[src/logic/ooo_types_pkg.sv]
////////////////////////////////////////////////////////////////////////////
// shared types for the commit back end: lane results, completion buffer
// writes and head view, predictor update and exception cause codes
////////////////////////////////////////////////////////////////////////////
`default_nettype none

package ooo_types_pkg;

  typedef logic [31:0] word_t;     // data or address word
  typedef logic [4:0]  reg_idx_t;  // architectural dest reg
  typedef logic [3:0]  cb_tag_t;   // completion buffer index, max 16 entries
  typedef logic [1:0]  exc_cause_t;

  // exception causes carried through the completion buffer
  localparam exc_cause_t CAUSE_NONE      = 2'd0;
  localparam exc_cause_t CAUSE_MAL_INSN  = 2'd1;  // misaligned jump/branch target
  localparam exc_cause_t CAUSE_MAL_LOAD  = 2'd2;
  localparam exc_cause_t CAUSE_MAL_STORE = 2'd3;

  // arithmetic / branch / jump lane result
  typedef struct packed {
    logic     done;
    cb_tag_t  tag;
    word_t    pc;
    reg_idx_t vd;
    logic     wen;
    word_t    wdata;
    logic     branch_instr;
    logic     branch_taken;
    logic     prediction;    // predicted taken
    word_t    br_target;
    logic     jump_instr;
    word_t    jump_addr;
  } alu_result_t;

  // word load/store lane result
  typedef struct packed {
    logic     done;
    cb_tag_t  tag;
    word_t    pc;
    reg_idx_t vd;
    logic     wen;
    word_t    wdata;
    word_t    addr;
    logic     dren;
    logic     dwen;
  } ls_result_t;

  typedef struct packed {
    logic       valid;
    cb_tag_t    tag;
    word_t      wdata;       // result, pc on exception, target on mispredict
    logic       wen;
    logic       exception;
    exc_cause_t cause;
    logic       mispredict;
  } cb_write_t;

  typedef struct packed {
    logic       ready;
    reg_idx_t   vd;
    word_t      wdata;
    logic       wen;
    logic       exception;
    exc_cause_t cause;
    logic       mispredict;
  } cb_head_t;

  typedef struct packed {
    logic  valid;
    logic  taken;
    logic  prediction;
    word_t target;          // resolved address
  } pred_update_t;

  typedef enum logic {RUN, FLUSH} retire_state_e;

endpackage

`default_nettype wire

[src/logic/ooo_writeback_stage.sv]
////////////////////////////////////////////////////////////////////////////
// writeback stage, turns lane results into registered completion buffer
// writes, flags misaligned targets/addresses and sends predictor update
////////////////////////////////////////////////////////////////////////////
`timescale 1ns/1ps
`default_nettype none

module ooo_writeback_stage (
  input  logic                        CLK,
  input  logic                        nRST,
  input  logic                        flush,
  input  ooo_types_pkg::alu_result_t  alu_res,
  input  ooo_types_pkg::ls_result_t   ls_res,
  output ooo_types_pkg::cb_write_t    cb_wr_alu,
  output ooo_types_pkg::cb_write_t    cb_wr_ls,
  output ooo_types_pkg::pred_update_t pred_upd
);

  ooo_types_pkg::word_t        alu_resolved;  // branch outcome address
  ooo_types_pkg::word_t        alu_link;      // pc+4
  logic                        alu_mispredict;
  logic                        alu_mal_jump;
  logic                        alu_mal_branch;
  logic                        alu_exc;
  logic                        ls_mal;
  ooo_types_pkg::cb_write_t    alu_nxt, ls_nxt;
  ooo_types_pkg::cb_write_t    alu_q, ls_q;
  ooo_types_pkg::pred_update_t pred_nxt, pred_q;
  logic                        alu_vld_q, ls_vld_q, pred_vld_q;

  assign alu_link       = alu_res.pc + 32'd4;
  assign alu_resolved   = alu_res.branch_taken ? alu_res.br_target : alu_link;
  assign alu_mispredict = alu_res.branch_instr & (alu_res.prediction != alu_res.branch_taken);
  assign alu_mal_jump   = alu_res.jump_instr & (alu_res.jump_addr[1:0] != 2'b00);
  assign alu_mal_branch = alu_res.branch_instr & alu_res.branch_taken &
                          (alu_res.br_target[1:0] != 2'b00);  // only a taken branch faults
  assign alu_exc        = alu_mal_jump | alu_mal_branch;

  assign ls_mal = (ls_res.dren | ls_res.dwen) & (ls_res.addr[1:0] != 2'b00);

  // alu lane write, data picked by priority
  always_comb begin
    alu_nxt.valid      = alu_res.done;
    alu_nxt.tag        = alu_res.tag;
    alu_nxt.exception  = alu_exc;
    alu_nxt.cause      = alu_exc ? ooo_types_pkg::CAUSE_MAL_INSN : ooo_types_pkg::CAUSE_NONE;
    alu_nxt.mispredict = alu_mispredict & ~alu_exc;  // a fault takes over at retire
    alu_nxt.wen        = alu_res.wen & ~alu_res.branch_instr & ~alu_exc;
    if (alu_nxt.mispredict)
      alu_nxt.wdata = alu_resolved;  // becomes redirect pc
    else if (alu_exc)
      alu_nxt.wdata = alu_res.pc;    // becomes epc
    else if (alu_res.jump_instr)
      alu_nxt.wdata = alu_link;      // link value, wen kept
    else
      alu_nxt.wdata = alu_res.wdata;
  end

  // load/store lane write
  always_comb begin
    ls_nxt.valid      = ls_res.done;
    ls_nxt.tag        = ls_res.tag;
    ls_nxt.exception  = ls_mal;
    ls_nxt.mispredict = 1'b0;        // no control flow here
    ls_nxt.wen        = ls_res.wen & ~ls_res.dwen & ~ls_mal;  // stores never write rf
    ls_nxt.wdata      = ls_mal ? ls_res.pc : ls_res.wdata;
    if (!ls_mal)
      ls_nxt.cause = ooo_types_pkg::CAUSE_NONE;
    else if (ls_res.dren)
      ls_nxt.cause = ooo_types_pkg::CAUSE_MAL_LOAD;
    else
      ls_nxt.cause = ooo_types_pkg::CAUSE_MAL_STORE;
  end

  // predictor update, once per resolved branch
  assign pred_nxt = '{valid:      alu_res.done & alu_res.branch_instr,
                      taken:      alu_res.branch_taken,
                      prediction: alu_res.prediction,
                      target:     alu_resolved};

  // valid bits, dropped on flush
  always_ff @(posedge CLK, negedge nRST) begin
    if (!nRST) begin
      alu_vld_q  <= 1'b0;
      ls_vld_q   <= 1'b0;
      pred_vld_q <= 1'b0;
    end else if (flush) begin
      alu_vld_q  <= 1'b0;   // in-flight results die here
      ls_vld_q   <= 1'b0;
      pred_vld_q <= 1'b0;
    end else begin
      alu_vld_q  <= alu_nxt.valid;
      ls_vld_q   <= ls_nxt.valid;
      pred_vld_q <= pred_nxt.valid;
    end
  end

  // payload, loaded only with a live result
  always_ff @(posedge CLK) begin
    if (alu_res.done) alu_q <= alu_nxt;
    if (ls_res.done) ls_q <= ls_nxt;
    if (pred_nxt.valid) pred_q <= pred_nxt;
  end

  always_comb begin
    cb_wr_alu       = alu_q;
    cb_wr_alu.valid = alu_vld_q;
    cb_wr_ls        = ls_q;
    cb_wr_ls.valid  = ls_vld_q;
    pred_upd        = pred_q;
    pred_upd.valid  = pred_vld_q;
  end

endmodule

`default_nettype wire

[src/logic/completion_buffer.sv]
////////////////////////////////////////////////////////////////////////////
// circular reorder buffer, allocated in program order at the tail, filled
// by two result ports in any order, drained in order from the head
////////////////////////////////////////////////////////////////////////////
`timescale 1ns/1ps
`default_nettype none

module completion_buffer #(
  parameter int CB_DEPTH = 8     // power of two, 16 max
) (
  input  logic                      CLK,
  input  logic                      nRST,
  input  logic                      alloc,
  input  ooo_types_pkg::reg_idx_t   alloc_vd,
  input  ooo_types_pkg::cb_write_t  cb_wr_alu,
  input  ooo_types_pkg::cb_write_t  cb_wr_ls,
  input  logic                      pop,
  input  logic                      flush,
  output ooo_types_pkg::cb_tag_t    alloc_tag,
  output logic                      cb_full,
  output ooo_types_pkg::cb_head_t   head
);

  localparam int PTR_W = $clog2(CB_DEPTH);
  localparam logic [PTR_W:0] FULL_CNT = (PTR_W+1)'(CB_DEPTH);

  typedef logic [PTR_W-1:0] ptr_t;

  ptr_t             head_q, tail_q;
  logic [PTR_W:0]   count_q;         // one extra bit to tell full from empty
  logic             alloc_ok;
  ptr_t             alu_idx, ls_idx;

  // per-entry state
  logic [CB_DEPTH-1:0]        ready_q;
  ooo_types_pkg::reg_idx_t    vd_q    [CB_DEPTH];
  ooo_types_pkg::word_t       wdata_q [CB_DEPTH];
  logic                       wen_q   [CB_DEPTH];
  logic                       exc_q   [CB_DEPTH];
  ooo_types_pkg::exc_cause_t  cause_q [CB_DEPTH];
  logic                       misp_q  [CB_DEPTH];

  assign cb_full   = (count_q == FULL_CNT);
  assign alloc_ok  = alloc & ~cb_full;       // alloc when full is dropped
  assign alloc_tag = ooo_types_pkg::cb_tag_t'(tail_q);
  assign alu_idx   = cb_wr_alu.tag[PTR_W-1:0];
  assign ls_idx    = cb_wr_ls.tag[PTR_W-1:0];

  // pointers and occupancy
  always_ff @(posedge CLK, negedge nRST) begin
    if (!nRST) begin
      head_q  <= '0;
      tail_q  <= '0;
      count_q <= '0;
    end else if (flush) begin
      head_q  <= '0;    // next alloc gets tag 0
      tail_q  <= '0;
      count_q <= '0;
    end else begin
      if (alloc_ok) tail_q <= tail_q + 1'b1;  // wraps, depth is a power of two
      if (pop) head_q <= head_q + 1'b1;
      case ({alloc_ok, pop})
        2'b10:   count_q <= count_q + 1'b1;
        2'b01:   count_q <= count_q - 1'b1;
        default: count_q <= count_q;
      endcase
    end
  end

  // ready bits
  always_ff @(posedge CLK, negedge nRST) begin
    if (!nRST) begin
      ready_q <= '0;
    end else if (flush) begin
      ready_q <= '0;    // late writes are lost too
    end else begin
      if (alloc_ok) ready_q[tail_q] <= 1'b0;
      if (pop) ready_q[head_q] <= 1'b0;
      if (cb_wr_alu.valid) ready_q[alu_idx] <= 1'b1;
      if (cb_wr_ls.valid) ready_q[ls_idx] <= 1'b1;
    end
  end

  // entry payload
  always_ff @(posedge CLK) begin
    if (alloc_ok)
      vd_q[tail_q] <= alloc_vd;  // dest known at dispatch
    if (cb_wr_alu.valid) begin
      wdata_q[alu_idx] <= cb_wr_alu.wdata;
      wen_q[alu_idx]   <= cb_wr_alu.wen;
      exc_q[alu_idx]   <= cb_wr_alu.exception;
      cause_q[alu_idx] <= cb_wr_alu.cause;
      misp_q[alu_idx]  <= cb_wr_alu.mispredict;
    end
    if (cb_wr_ls.valid) begin
      wdata_q[ls_idx] <= cb_wr_ls.wdata;
      wen_q[ls_idx]   <= cb_wr_ls.wen;
      exc_q[ls_idx]   <= cb_wr_ls.exception;
      cause_q[ls_idx] <= cb_wr_ls.cause;
      misp_q[ls_idx]  <= cb_wr_ls.mispredict;
    end
  end

  // head view, combinational
  always_comb begin
    head.ready      = ready_q[head_q];
    head.vd         = vd_q[head_q];
    head.wdata      = wdata_q[head_q];
    head.wen        = wen_q[head_q];
    head.exception  = exc_q[head_q];
    head.cause      = cause_q[head_q];
    head.mispredict = misp_q[head_q];
  end

endmodule

`default_nettype wire

[src/logic/retire_unit.sv]
////////////////////////////////////////////////////////////////////////////
// in-order retirement from the completion buffer head: rf write, exception
// report or fetch redirect, plus flush of everything younger
////////////////////////////////////////////////////////////////////////////
`timescale 1ns/1ps
`default_nettype none

module retire_unit (
  input  logic                       CLK,
  input  logic                       nRST,
  input  ooo_types_pkg::cb_head_t    head,
  input  logic                       retire_stall,
  output logic                       pop,
  output logic                       flush,
  output logic                       rf_wen,
  output ooo_types_pkg::reg_idx_t    rf_waddr,
  output ooo_types_pkg::word_t       rf_wdata,
  output logic                       exc_valid,
  output ooo_types_pkg::exc_cause_t  exc_cause,
  output ooo_types_pkg::word_t       epc,
  output logic                       redirect_valid,
  output ooo_types_pkg::word_t       redirect_pc
);

  ooo_types_pkg::retire_state_e state_q;
  logic take_exc;    // retiring a faulting entry
  logic take_misp;   // retiring a mispredicted branch
  logic take_norm;

  // head is ignored for the cycle the flush is out
  assign pop = (state_q == ooo_types_pkg::RUN) & head.ready & ~retire_stall;

  assign take_exc  = pop & head.exception;
  assign take_misp = pop & head.mispredict & ~head.exception;
  assign take_norm = pop & ~head.exception & ~head.mispredict;

  // state and strobes
  always_ff @(posedge CLK, negedge nRST) begin
    if (!nRST) begin
      state_q        <= ooo_types_pkg::RUN;
      flush          <= 1'b0;
      rf_wen         <= 1'b0;
      exc_valid      <= 1'b0;
      redirect_valid <= 1'b0;
    end else begin
      rf_wen         <= take_norm & head.wen;
      exc_valid      <= take_exc;
      redirect_valid <= take_misp;
      flush          <= take_exc | take_misp;  // lines up with exc/redirect
      case (state_q)
        ooo_types_pkg::RUN:
          if (take_exc | take_misp) state_q <= ooo_types_pkg::FLUSH;
        ooo_types_pkg::FLUSH:
          state_q <= ooo_types_pkg::RUN;       // buffer empty after this edge
        default:
          state_q <= ooo_types_pkg::RUN;
      endcase
    end
  end

  // payload regs
  always_ff @(posedge CLK) begin
    if (take_norm) begin
      rf_waddr <= head.vd;
      rf_wdata <= head.wdata;
    end
    if (take_exc) begin
      exc_cause <= head.cause;
      epc       <= head.wdata;   // writeback put the pc here
    end
    if (take_misp)
      redirect_pc <= head.wdata; // resolved branch address
  end

endmodule

`default_nettype wire

[src/logic/ooo_commit_top.sv]
////////////////////////////////////////////////////////////////////////////
// commit back end top, writeback stage into completion buffer into retire
////////////////////////////////////////////////////////////////////////////
`timescale 1ns/1ps
`default_nettype none

module ooo_commit_top #(
  parameter int CB_DEPTH = 8
) (
  input  logic                        CLK,
  input  logic                        nRST,
  input  logic                        alloc,
  input  ooo_types_pkg::reg_idx_t     alloc_vd,
  input  ooo_types_pkg::alu_result_t  alu_res,
  input  ooo_types_pkg::ls_result_t   ls_res,
  input  logic                        retire_stall,
  output ooo_types_pkg::cb_tag_t      alloc_tag,
  output logic                        cb_full,
  output ooo_types_pkg::pred_update_t pred_upd,
  output logic                        rf_wen,
  output ooo_types_pkg::reg_idx_t     rf_waddr,
  output ooo_types_pkg::word_t        rf_wdata,
  output logic                        exc_valid,
  output ooo_types_pkg::exc_cause_t   exc_cause,
  output ooo_types_pkg::word_t        epc,
  output logic                        redirect_valid,
  output ooo_types_pkg::word_t        redirect_pc
);

  ooo_types_pkg::cb_write_t cb_wr_alu, cb_wr_ls;
  ooo_types_pkg::cb_head_t  head;
  logic                     pop;
  logic                     flush;    // from retire to buffer and writeback

  ooo_writeback_stage u_wb (
    .CLK, .nRST, .flush,
    .alu_res, .ls_res,
    .cb_wr_alu, .cb_wr_ls, .pred_upd
  );

  completion_buffer #(.CB_DEPTH(CB_DEPTH)) u_cb (
    .CLK, .nRST,
    .alloc, .alloc_vd,
    .cb_wr_alu, .cb_wr_ls,
    .pop, .flush,
    .alloc_tag, .cb_full, .head
  );

  retire_unit u_retire (
    .CLK, .nRST, .head, .retire_stall,
    .pop, .flush,
    .rf_wen, .rf_waddr, .rf_wdata,
    .exc_valid, .exc_cause, .epc,
    .redirect_valid, .redirect_pc
  );

endmodule

`default_nettype wire

[config.mk]
export PLATFORM = sky130hd
export DESIGN_NAME = ooo_commit_top
export DESIGN_NICKNAME = d
export VERILOG_FILES = /design/src/logic/ooo_types_pkg.sv /design/src/logic/ooo_writeback_stage.sv /design/src/logic/completion_buffer.sv /design/src/logic/retire_unit.sv /design/src/logic/ooo_commit_top.sv
export SDC_FILE = /design/constraint.sdc
export NUM_CORES = 1
export LEC_CHECK = 0
export BUFFER_PORTS_ARGS = -buffer_cell sky130_fd_sc_hd__buf_4
export CAP_MARGIN = 15
export CORE_MARGIN = 5
export CORE_UTILIZATION = 50
export DETAILED_ROUTE_END_ITERATION = 8
export GPL_TIMING_DRIVEN = 0
export MAX_ROUTING_LAYER = met4
export PLACE_DENSITY = 0.77
export SLEW_MARGIN = 20
export SYNTH_ARGS = -nofsm -noshare
export SYNTH_HDL_FRONTEND = slang
export SYNTH_SLANG_ARGS = --single-unit
[constraint.sdc]
create_clock -name CLK -period 7.7 [get_ports CLK]
set_input_delay 0.385 -clock CLK [delete_from_list [all_inputs] [get_ports CLK]]
set_output_delay 0.385 -clock CLK [all_outputs]
set_load 0.005 [all_outputs]
# == After elaboration in Yosys (flattened, before gate mapping) ==
# Memories as Yosys holds them, arrays and structs flattened. A register that Yosys moved wholly into a read port is not among the register bits.
# Cells that the tools add are included.
# W data, S select, Z words.
# op_classes
addsub,5
order_cmp,8
n_eq_ne,4
n_mux,42
bitwise,38
reduce_logical,10
# op_table
operator,count
$mux W32,5
$mux W8,8
$add A32 B3 Y32 const B,1
$and A1 B1 Y1,20
$mux W1,17
$and A8 B8 Y8,2
$lt A3 B4 Y1 const B,4
$not A8 Y8,2
$or A8 B8 Y8,2
$demux W1 S3,4
$ge A3 B1 Y1 const B,4
$mux W3,4
$reduce_bool A2 Y1,5
$not A1 Y1,9
$pmux W4 S2,1
$add A3 B1 Y3 const B,2
$add A4 B1 Y4 const B,1
$eq A4 B4 Y1 const B,1
$logic_and A1 B1 Y1,4
$mux W4,1
$sub A4 B1 Y4 const B,1
$bmux W1 S3,1
$or A1 B1 Y1,3
$reduce_bool A3 Y1,1
other kinds (4),4
# totals
regBits,235
ramBits,336
out_inout_bits,146
wordCells,142
memories,6
# memory_table
name,words,width,read_ports,rd_ports_with_merged_regs,wr,line_no,rtl
u_cb.wdata_q,8,32,1,0,2,completion_buffer.sv:37,ooo_types_pkg::word_t wdata_q [CB_DEPTH];
u_cb.vd_q,8,5,1,1,1,completion_buffer.sv:36,ooo_types_pkg::reg_idx_t vd_q [CB_DEPTH];
u_cb.cause_q,8,2,1,1,2,completion_buffer.sv:40,ooo_types_pkg::exc_cause_t cause_q [CB_DEPTH];
u_cb.exc_q,8,1,1,0,2,completion_buffer.sv:39,logic exc_q [CB_DEPTH];
u_cb.misp_q,8,1,1,0,2,completion_buffer.sv:41,logic misp_q [CB_DEPTH];
u_cb.wen_q,8,1,1,0,2,completion_buffer.sv:38,logic wen_q [CB_DEPTH];

# == Logic depth before layout (Yosys ltp) ==
# depth
depth_word,17
mapped_depth,13
mapped_depth_nobuf,12

# == Cells and area by module ==
# Synthesis repeated with hierarchy kept, for this count alone.
# hier_totals
cells_unflattened,1854
hier_area_um2,27002.1
# modules_own_cells
module,n_inst,cells_per_inst,area_per_inst_um2
completion_buffer,1,1166,17614.4
ooo_writeback_stage,1,571,6112.1
retire_unit,1,117,3275.6

# == Least setup slack after synthesis ==
# Ideal clock, no wire load.
# synth_path
path_type,register to register
from,reg u_cb.head_q[1]
to,"reg u_retire.redirect_pc[0], enable pin"
setup_ps,470
arrival_ps,4227
setup_slack_ps,3002
stages_incl_launch_ff,6
n_path_buf,1
period_less_slack_ps,4698
path_cell_list,dfrtp_1 clkbuf_1 mux4_2 and2_1 a221oi_1 nor3b_1
# synth_between
elab_chain_len,6
word_cells_on_any_way,9
cone_classes,mux: 2; bitwise: 5; memory: 2
# synth_rtl
item,line_no,rtl
from (decl),completion_buffer.sv:29,"ptr_t head_q, tail_q;"
from (signal assigned),completion_buffer.sv:61,if (pop) head_q <= head_q + 1'b1;
$bmux W1 S3,completion_buffer.sv:106,head.ready = ready_q[head_q];
$mux W1 (not written as such),completion_buffer.sv:106,
$and A1 B1 Y1 (2 in series),retire_unit.sv:31,assign pop = (state_q == ooo_types_pkg::RUN) & head.ready & ~retire_stall;
$and A1 B1 Y1,retire_unit.sv:34,assign take_misp = pop & head.mispredict & ~head.exception;
$and A1 B1 Y1 (*),retire_unit.sv:34,
via u_retire.take_misp,retire_unit.sv:27,logic take_misp;
to (signal assigned),retire_unit.sv:72,redirect_pc <= head.wdata;
to (decl),retire_unit.sv:22,output ooo_types_pkg::word_t redirect_pc
# Mark *: on every way through the listed nets, which the timed path passes. The rest lies on a longest branch. The select of a mux whose other input is x is not followed.
# A chain may end at the register's enable or synchronous reset.

# == Worst setup path in the final report ==
# layout_path
from,reg u_cb.head_q[2]
to,"reg u_retire.rf_wdata[17], enable pin"
# layout_between
elab_chain_len,6
word_cells_on_any_way,10
cone_classes,mux: 2; bitwise: 6; memory: 2
# layout_rtl
item,line_no,rtl
$bmux W1 S3,completion_buffer.sv:106,
$mux W1 (not written as such),completion_buffer.sv:106,
$and A1 B1 Y1 (2 in series),retire_unit.sv:31,
$and A1 B1 Y1,retire_unit.sv:35,assign take_norm = pop & ~head.exception & ~head.mispredict;
$and A1 B1 Y1 (*),retire_unit.sv:35,
via u_retire.take_norm,retire_unit.sv:28,logic take_norm;
to (signal assigned),retire_unit.sv:65,rf_wdata <= head.wdata;
to (decl),retire_unit.sv:17,"output ooo_types_pkg::word_t rf_wdata,"
# Marks and branches as above.

==> results.toml <==
[setup_path]
start_kind = "flip-flop"
arrival_ns = 4.18
criticalPathCategory = "reg -> reg"
cp_max_fo = 24
cp-end-kind = "flip-flop"
cp_data_required_time_ns = 8.01

[global_route]
grt_util_all_layers_pct = 30.0
grtUsageMet3_pct = 6.26
gr-total-overflow = 0
grtUsageMet1_pct = 39.2
grt_max_degree = 41
gr-usage-met2_pct = 47.5
grt_pass1_wl_mm = 123
grt_busiest_layer = "met2"
grt_pass1_vias = 18700
antenna_found_initial = 1

[place]
dp_hpwl_mm = 58.4
dp_cells = 2871
io_buffers = 325
gp_congestion = 0.989

[min_path]
hold_path.class = "in -> reg"

[synth]
synth-edff-count = 542
ys_top_cells_by_area = "edfxtp_1, mux2_2, a22oi_1"
yosys.cell_count.top_type = "edfxtp_1"
yosys-top-cells-count = "edfxtp_1, mux2_2, nand2_1"
syn_inst = 1854
yosysWarnings = 0
synth_top_area_cell = "edfxtp_1"
synth_nets = 2122
syn-mean-instance-area_um2 = 14.0
synthFlopType = "edfxtp_1"
ys_seq_area_share_pct = 65.7
synth_cell_types = 74
netlist_area_mm2 = 0.0260
ys_ff_latch = 576
synth_top_area_share_pct = 62.6
async_flop_share_pct = 4.51

[final_layout]
syn_to_final_growth_pct = 21.4
finalNonFillerCells = 2987
final_nets = 2529
fin_util_pct = 61.4
drive_above_1_share_pct = 32.8

[sta]
fin_skew_ns = 0.0178
period_share_pct = 50.2
tightest_slew_ns = 1.24
max_freq_ghz = 0.258
hold_viol = 0
slew_violations = 0
setup_viol = 0
tns_ns = 0
rsz0062_at_grt = "false"
min_period_ns = 3.87
slew_headroom_pct = 16.8

[clock_tree]
post_cts_buffers = 0
clock_latency_ns = 0.62
cts.path.max_buffers = 3
cts.sinks = 576
clkSlewWorstSetupHoldPaths_ns = 0.07
htree_levels = 2
cts_tree = "built"
clockRootBuffer = "clkbuf_16"
numCtsBuffers = 57

[power_and_ir_drop]
worst_ir_drop_vdd_uv = 225
cellPowerDensity_mw_per_mm2 = 303
power.total_mw = 9.58
leakage_nw = 11.3

[floorplan]
rows = 83
die_w_um = 238
die_y_um = 238
die_area_mm2 = 0.0567
coreArea_mm2 = 0.0514
start_util_pct = 50.6
io_pins = 407

[detailed_routing]
num_vias = 19000
first_pass_iters = 7
detail_route.wl_per_cell_um = 28.7
first_iter_violations = 2699
route.detailed.drc = 0
viasPerCell = 6.36
drt-total-wl_mm = 85.7
drtAntennaViolNets = 0

[outcome]
status = "finished, final reports clean"

[run]
maxCapViolations = 0
-- flip-flops by register name, summed over array words and instances, names as in the netlist, 2 cells and up --
| register | cells |
|---|---|
| u_wb.pred_upd | 34 |
| u_retire.epc | 32 |
| u_retire.rf_waddr | 5 |
| u_wb.cb_wr_ls | 39 |
| u_cb.count_q | 4 |
| u_cb.misp_q | 8 |
| u_retire.redirect_pc | 32 |
| u_retire.rf_wdata | 32 |
| u_cb.tail_q | 3 |
| u_cb.vd_q | 40 |
| u_cb.head_q | 3 |
| u_cb.ready_q | 8 |
| u_cb.wdata_q | 256 |
| u_cb.exc_q | 8 |
| u_retire.exc_cause | 2 |
| u_cb.wen_q | 8 |
| u_cb.cause_q | 16 |
| u_wb.cb_wr_alu | 38 |
-- per-layer routing --
| layer | wire (um) | share of wire, % |
|---|---|---|
| met1 | 32100 | 38 |
| met2 | 40400 | 47 |
| met3 | 9530 | 11 |
| met4 | 3580 | 4.2 |
| met5 | 0 | 0 |
-- critical path, cell delays in order, from the launching register on --
cell and delay (ns):
dfrtp_1 0.35, clkbuf_1 0.41, clkbuf_1 0.43, buf_2 0.30, o21ai_0 0.14, a221oi_1 0.72, nand2_1 0.23, nor2_4 0.69
buf_12 0.27
-- layout make-up --
cell class | instances | area [um^2]
Antenna cell | 1 | 2.50
Buffer | 121 | 492
Clock buffer | 65 | 1510
Clock inverter | 39 | 383
Fill cell | 3875 | 19800
Inverter | 35 | 131
Multi-Input combinational cell | 1122 | 8370
Sequential cell | 576 | 17100
Tap cell | 680 | 851
Timing Repair Buffer | 348 | 2740
-- kinds of logic (layout without fill, tap and decap cells) --
family / after synthesis / after routing / synth area share (%)
DFF: 576 / 576 / 65.7
and+or+nand+nor: 446 / 446 / 8.47
AOI/OAI and AO/OA: 345 / 345 / 9.37
muxes: 297 / 297 / 12.8
buffers and inverters: 156 / 608 / 2.40
xor gates and xnor gates: 26 / 26 / 0.876
adders and majority gates: 7 / 7 / 0.337
other: 1 / 2 / 0.0144
-- layout by cell type (no fill, tap or decap), drive strengths merged, types with 10 or more instances in the layout --
cell,n
a21oi,30
a22oi,160
a31oi,15
and3,10
buf,360
clkbuf,163
clkinv,24
dfrtp,26
dlygate4sd3,11
edfxtp,542
inv,37
mux2,276
mux2i,20
nand2,174
nand2b,13
nand3,24
nand4,60
nor2,70
nor2b,10
nor3,25
nor4,16
o21ai,54
xnor2,13
xor2,13
-- metrics by stage --
step	area, um^2	setup slack [ns]	hold slack, ns
floorplan	26000	3.00	0.0894
global placement	29300	0.467	0.330
detailed placement	29500	3.95	0.338
CTS	31500	3.94	0.00218
global route	31600	3.70	0.0160
finish	31600	3.83	0.0185
-- power by group --
group / switching (mW) / internal (mW)
clock: 1.23 / 1.61
combinational: 1.53 / 0.853
sequential: 0.249 / 4.11
-- repair_timing --
item	CTS	global route
hold buffers	11	0
endpoints found under the hold margin	50	0
gates resized for setup	0	0
-- path summary, 6_finish.rpt --
kind	start	end	slack [ns]	depth (start not counted)
worst max-delay path	u_cb.head_q[2]$_DFFE_PN0P_	u_retire.rf_wdata[17]$_DFFE_PP_	3.83	8
worst min-delay path	alu_res[65]	u_wb.pred_upd[32]$_DFFE_PP_	0.02	1
worst max register to register	u_cb.head_q[2]$_DFFE_PN0P_	u_retire.rf_wdata[17]$_DFFE_PP_	3.83	8
worst min register to register	u_retire.flush$_DFF_PN0_	u_wb.alu_vld_q$_DFF_PN0_	0.45	1
max in group asynchronous	nRST	u_cb.head_q[2]$_DFFE_PN0P_	7.14	2
min in group asynchronous	nRST	u_wb.pred_vld_q$_DFF_PN0_	0.26	2
No activity file was read; power rests on OpenSTA's default activity.
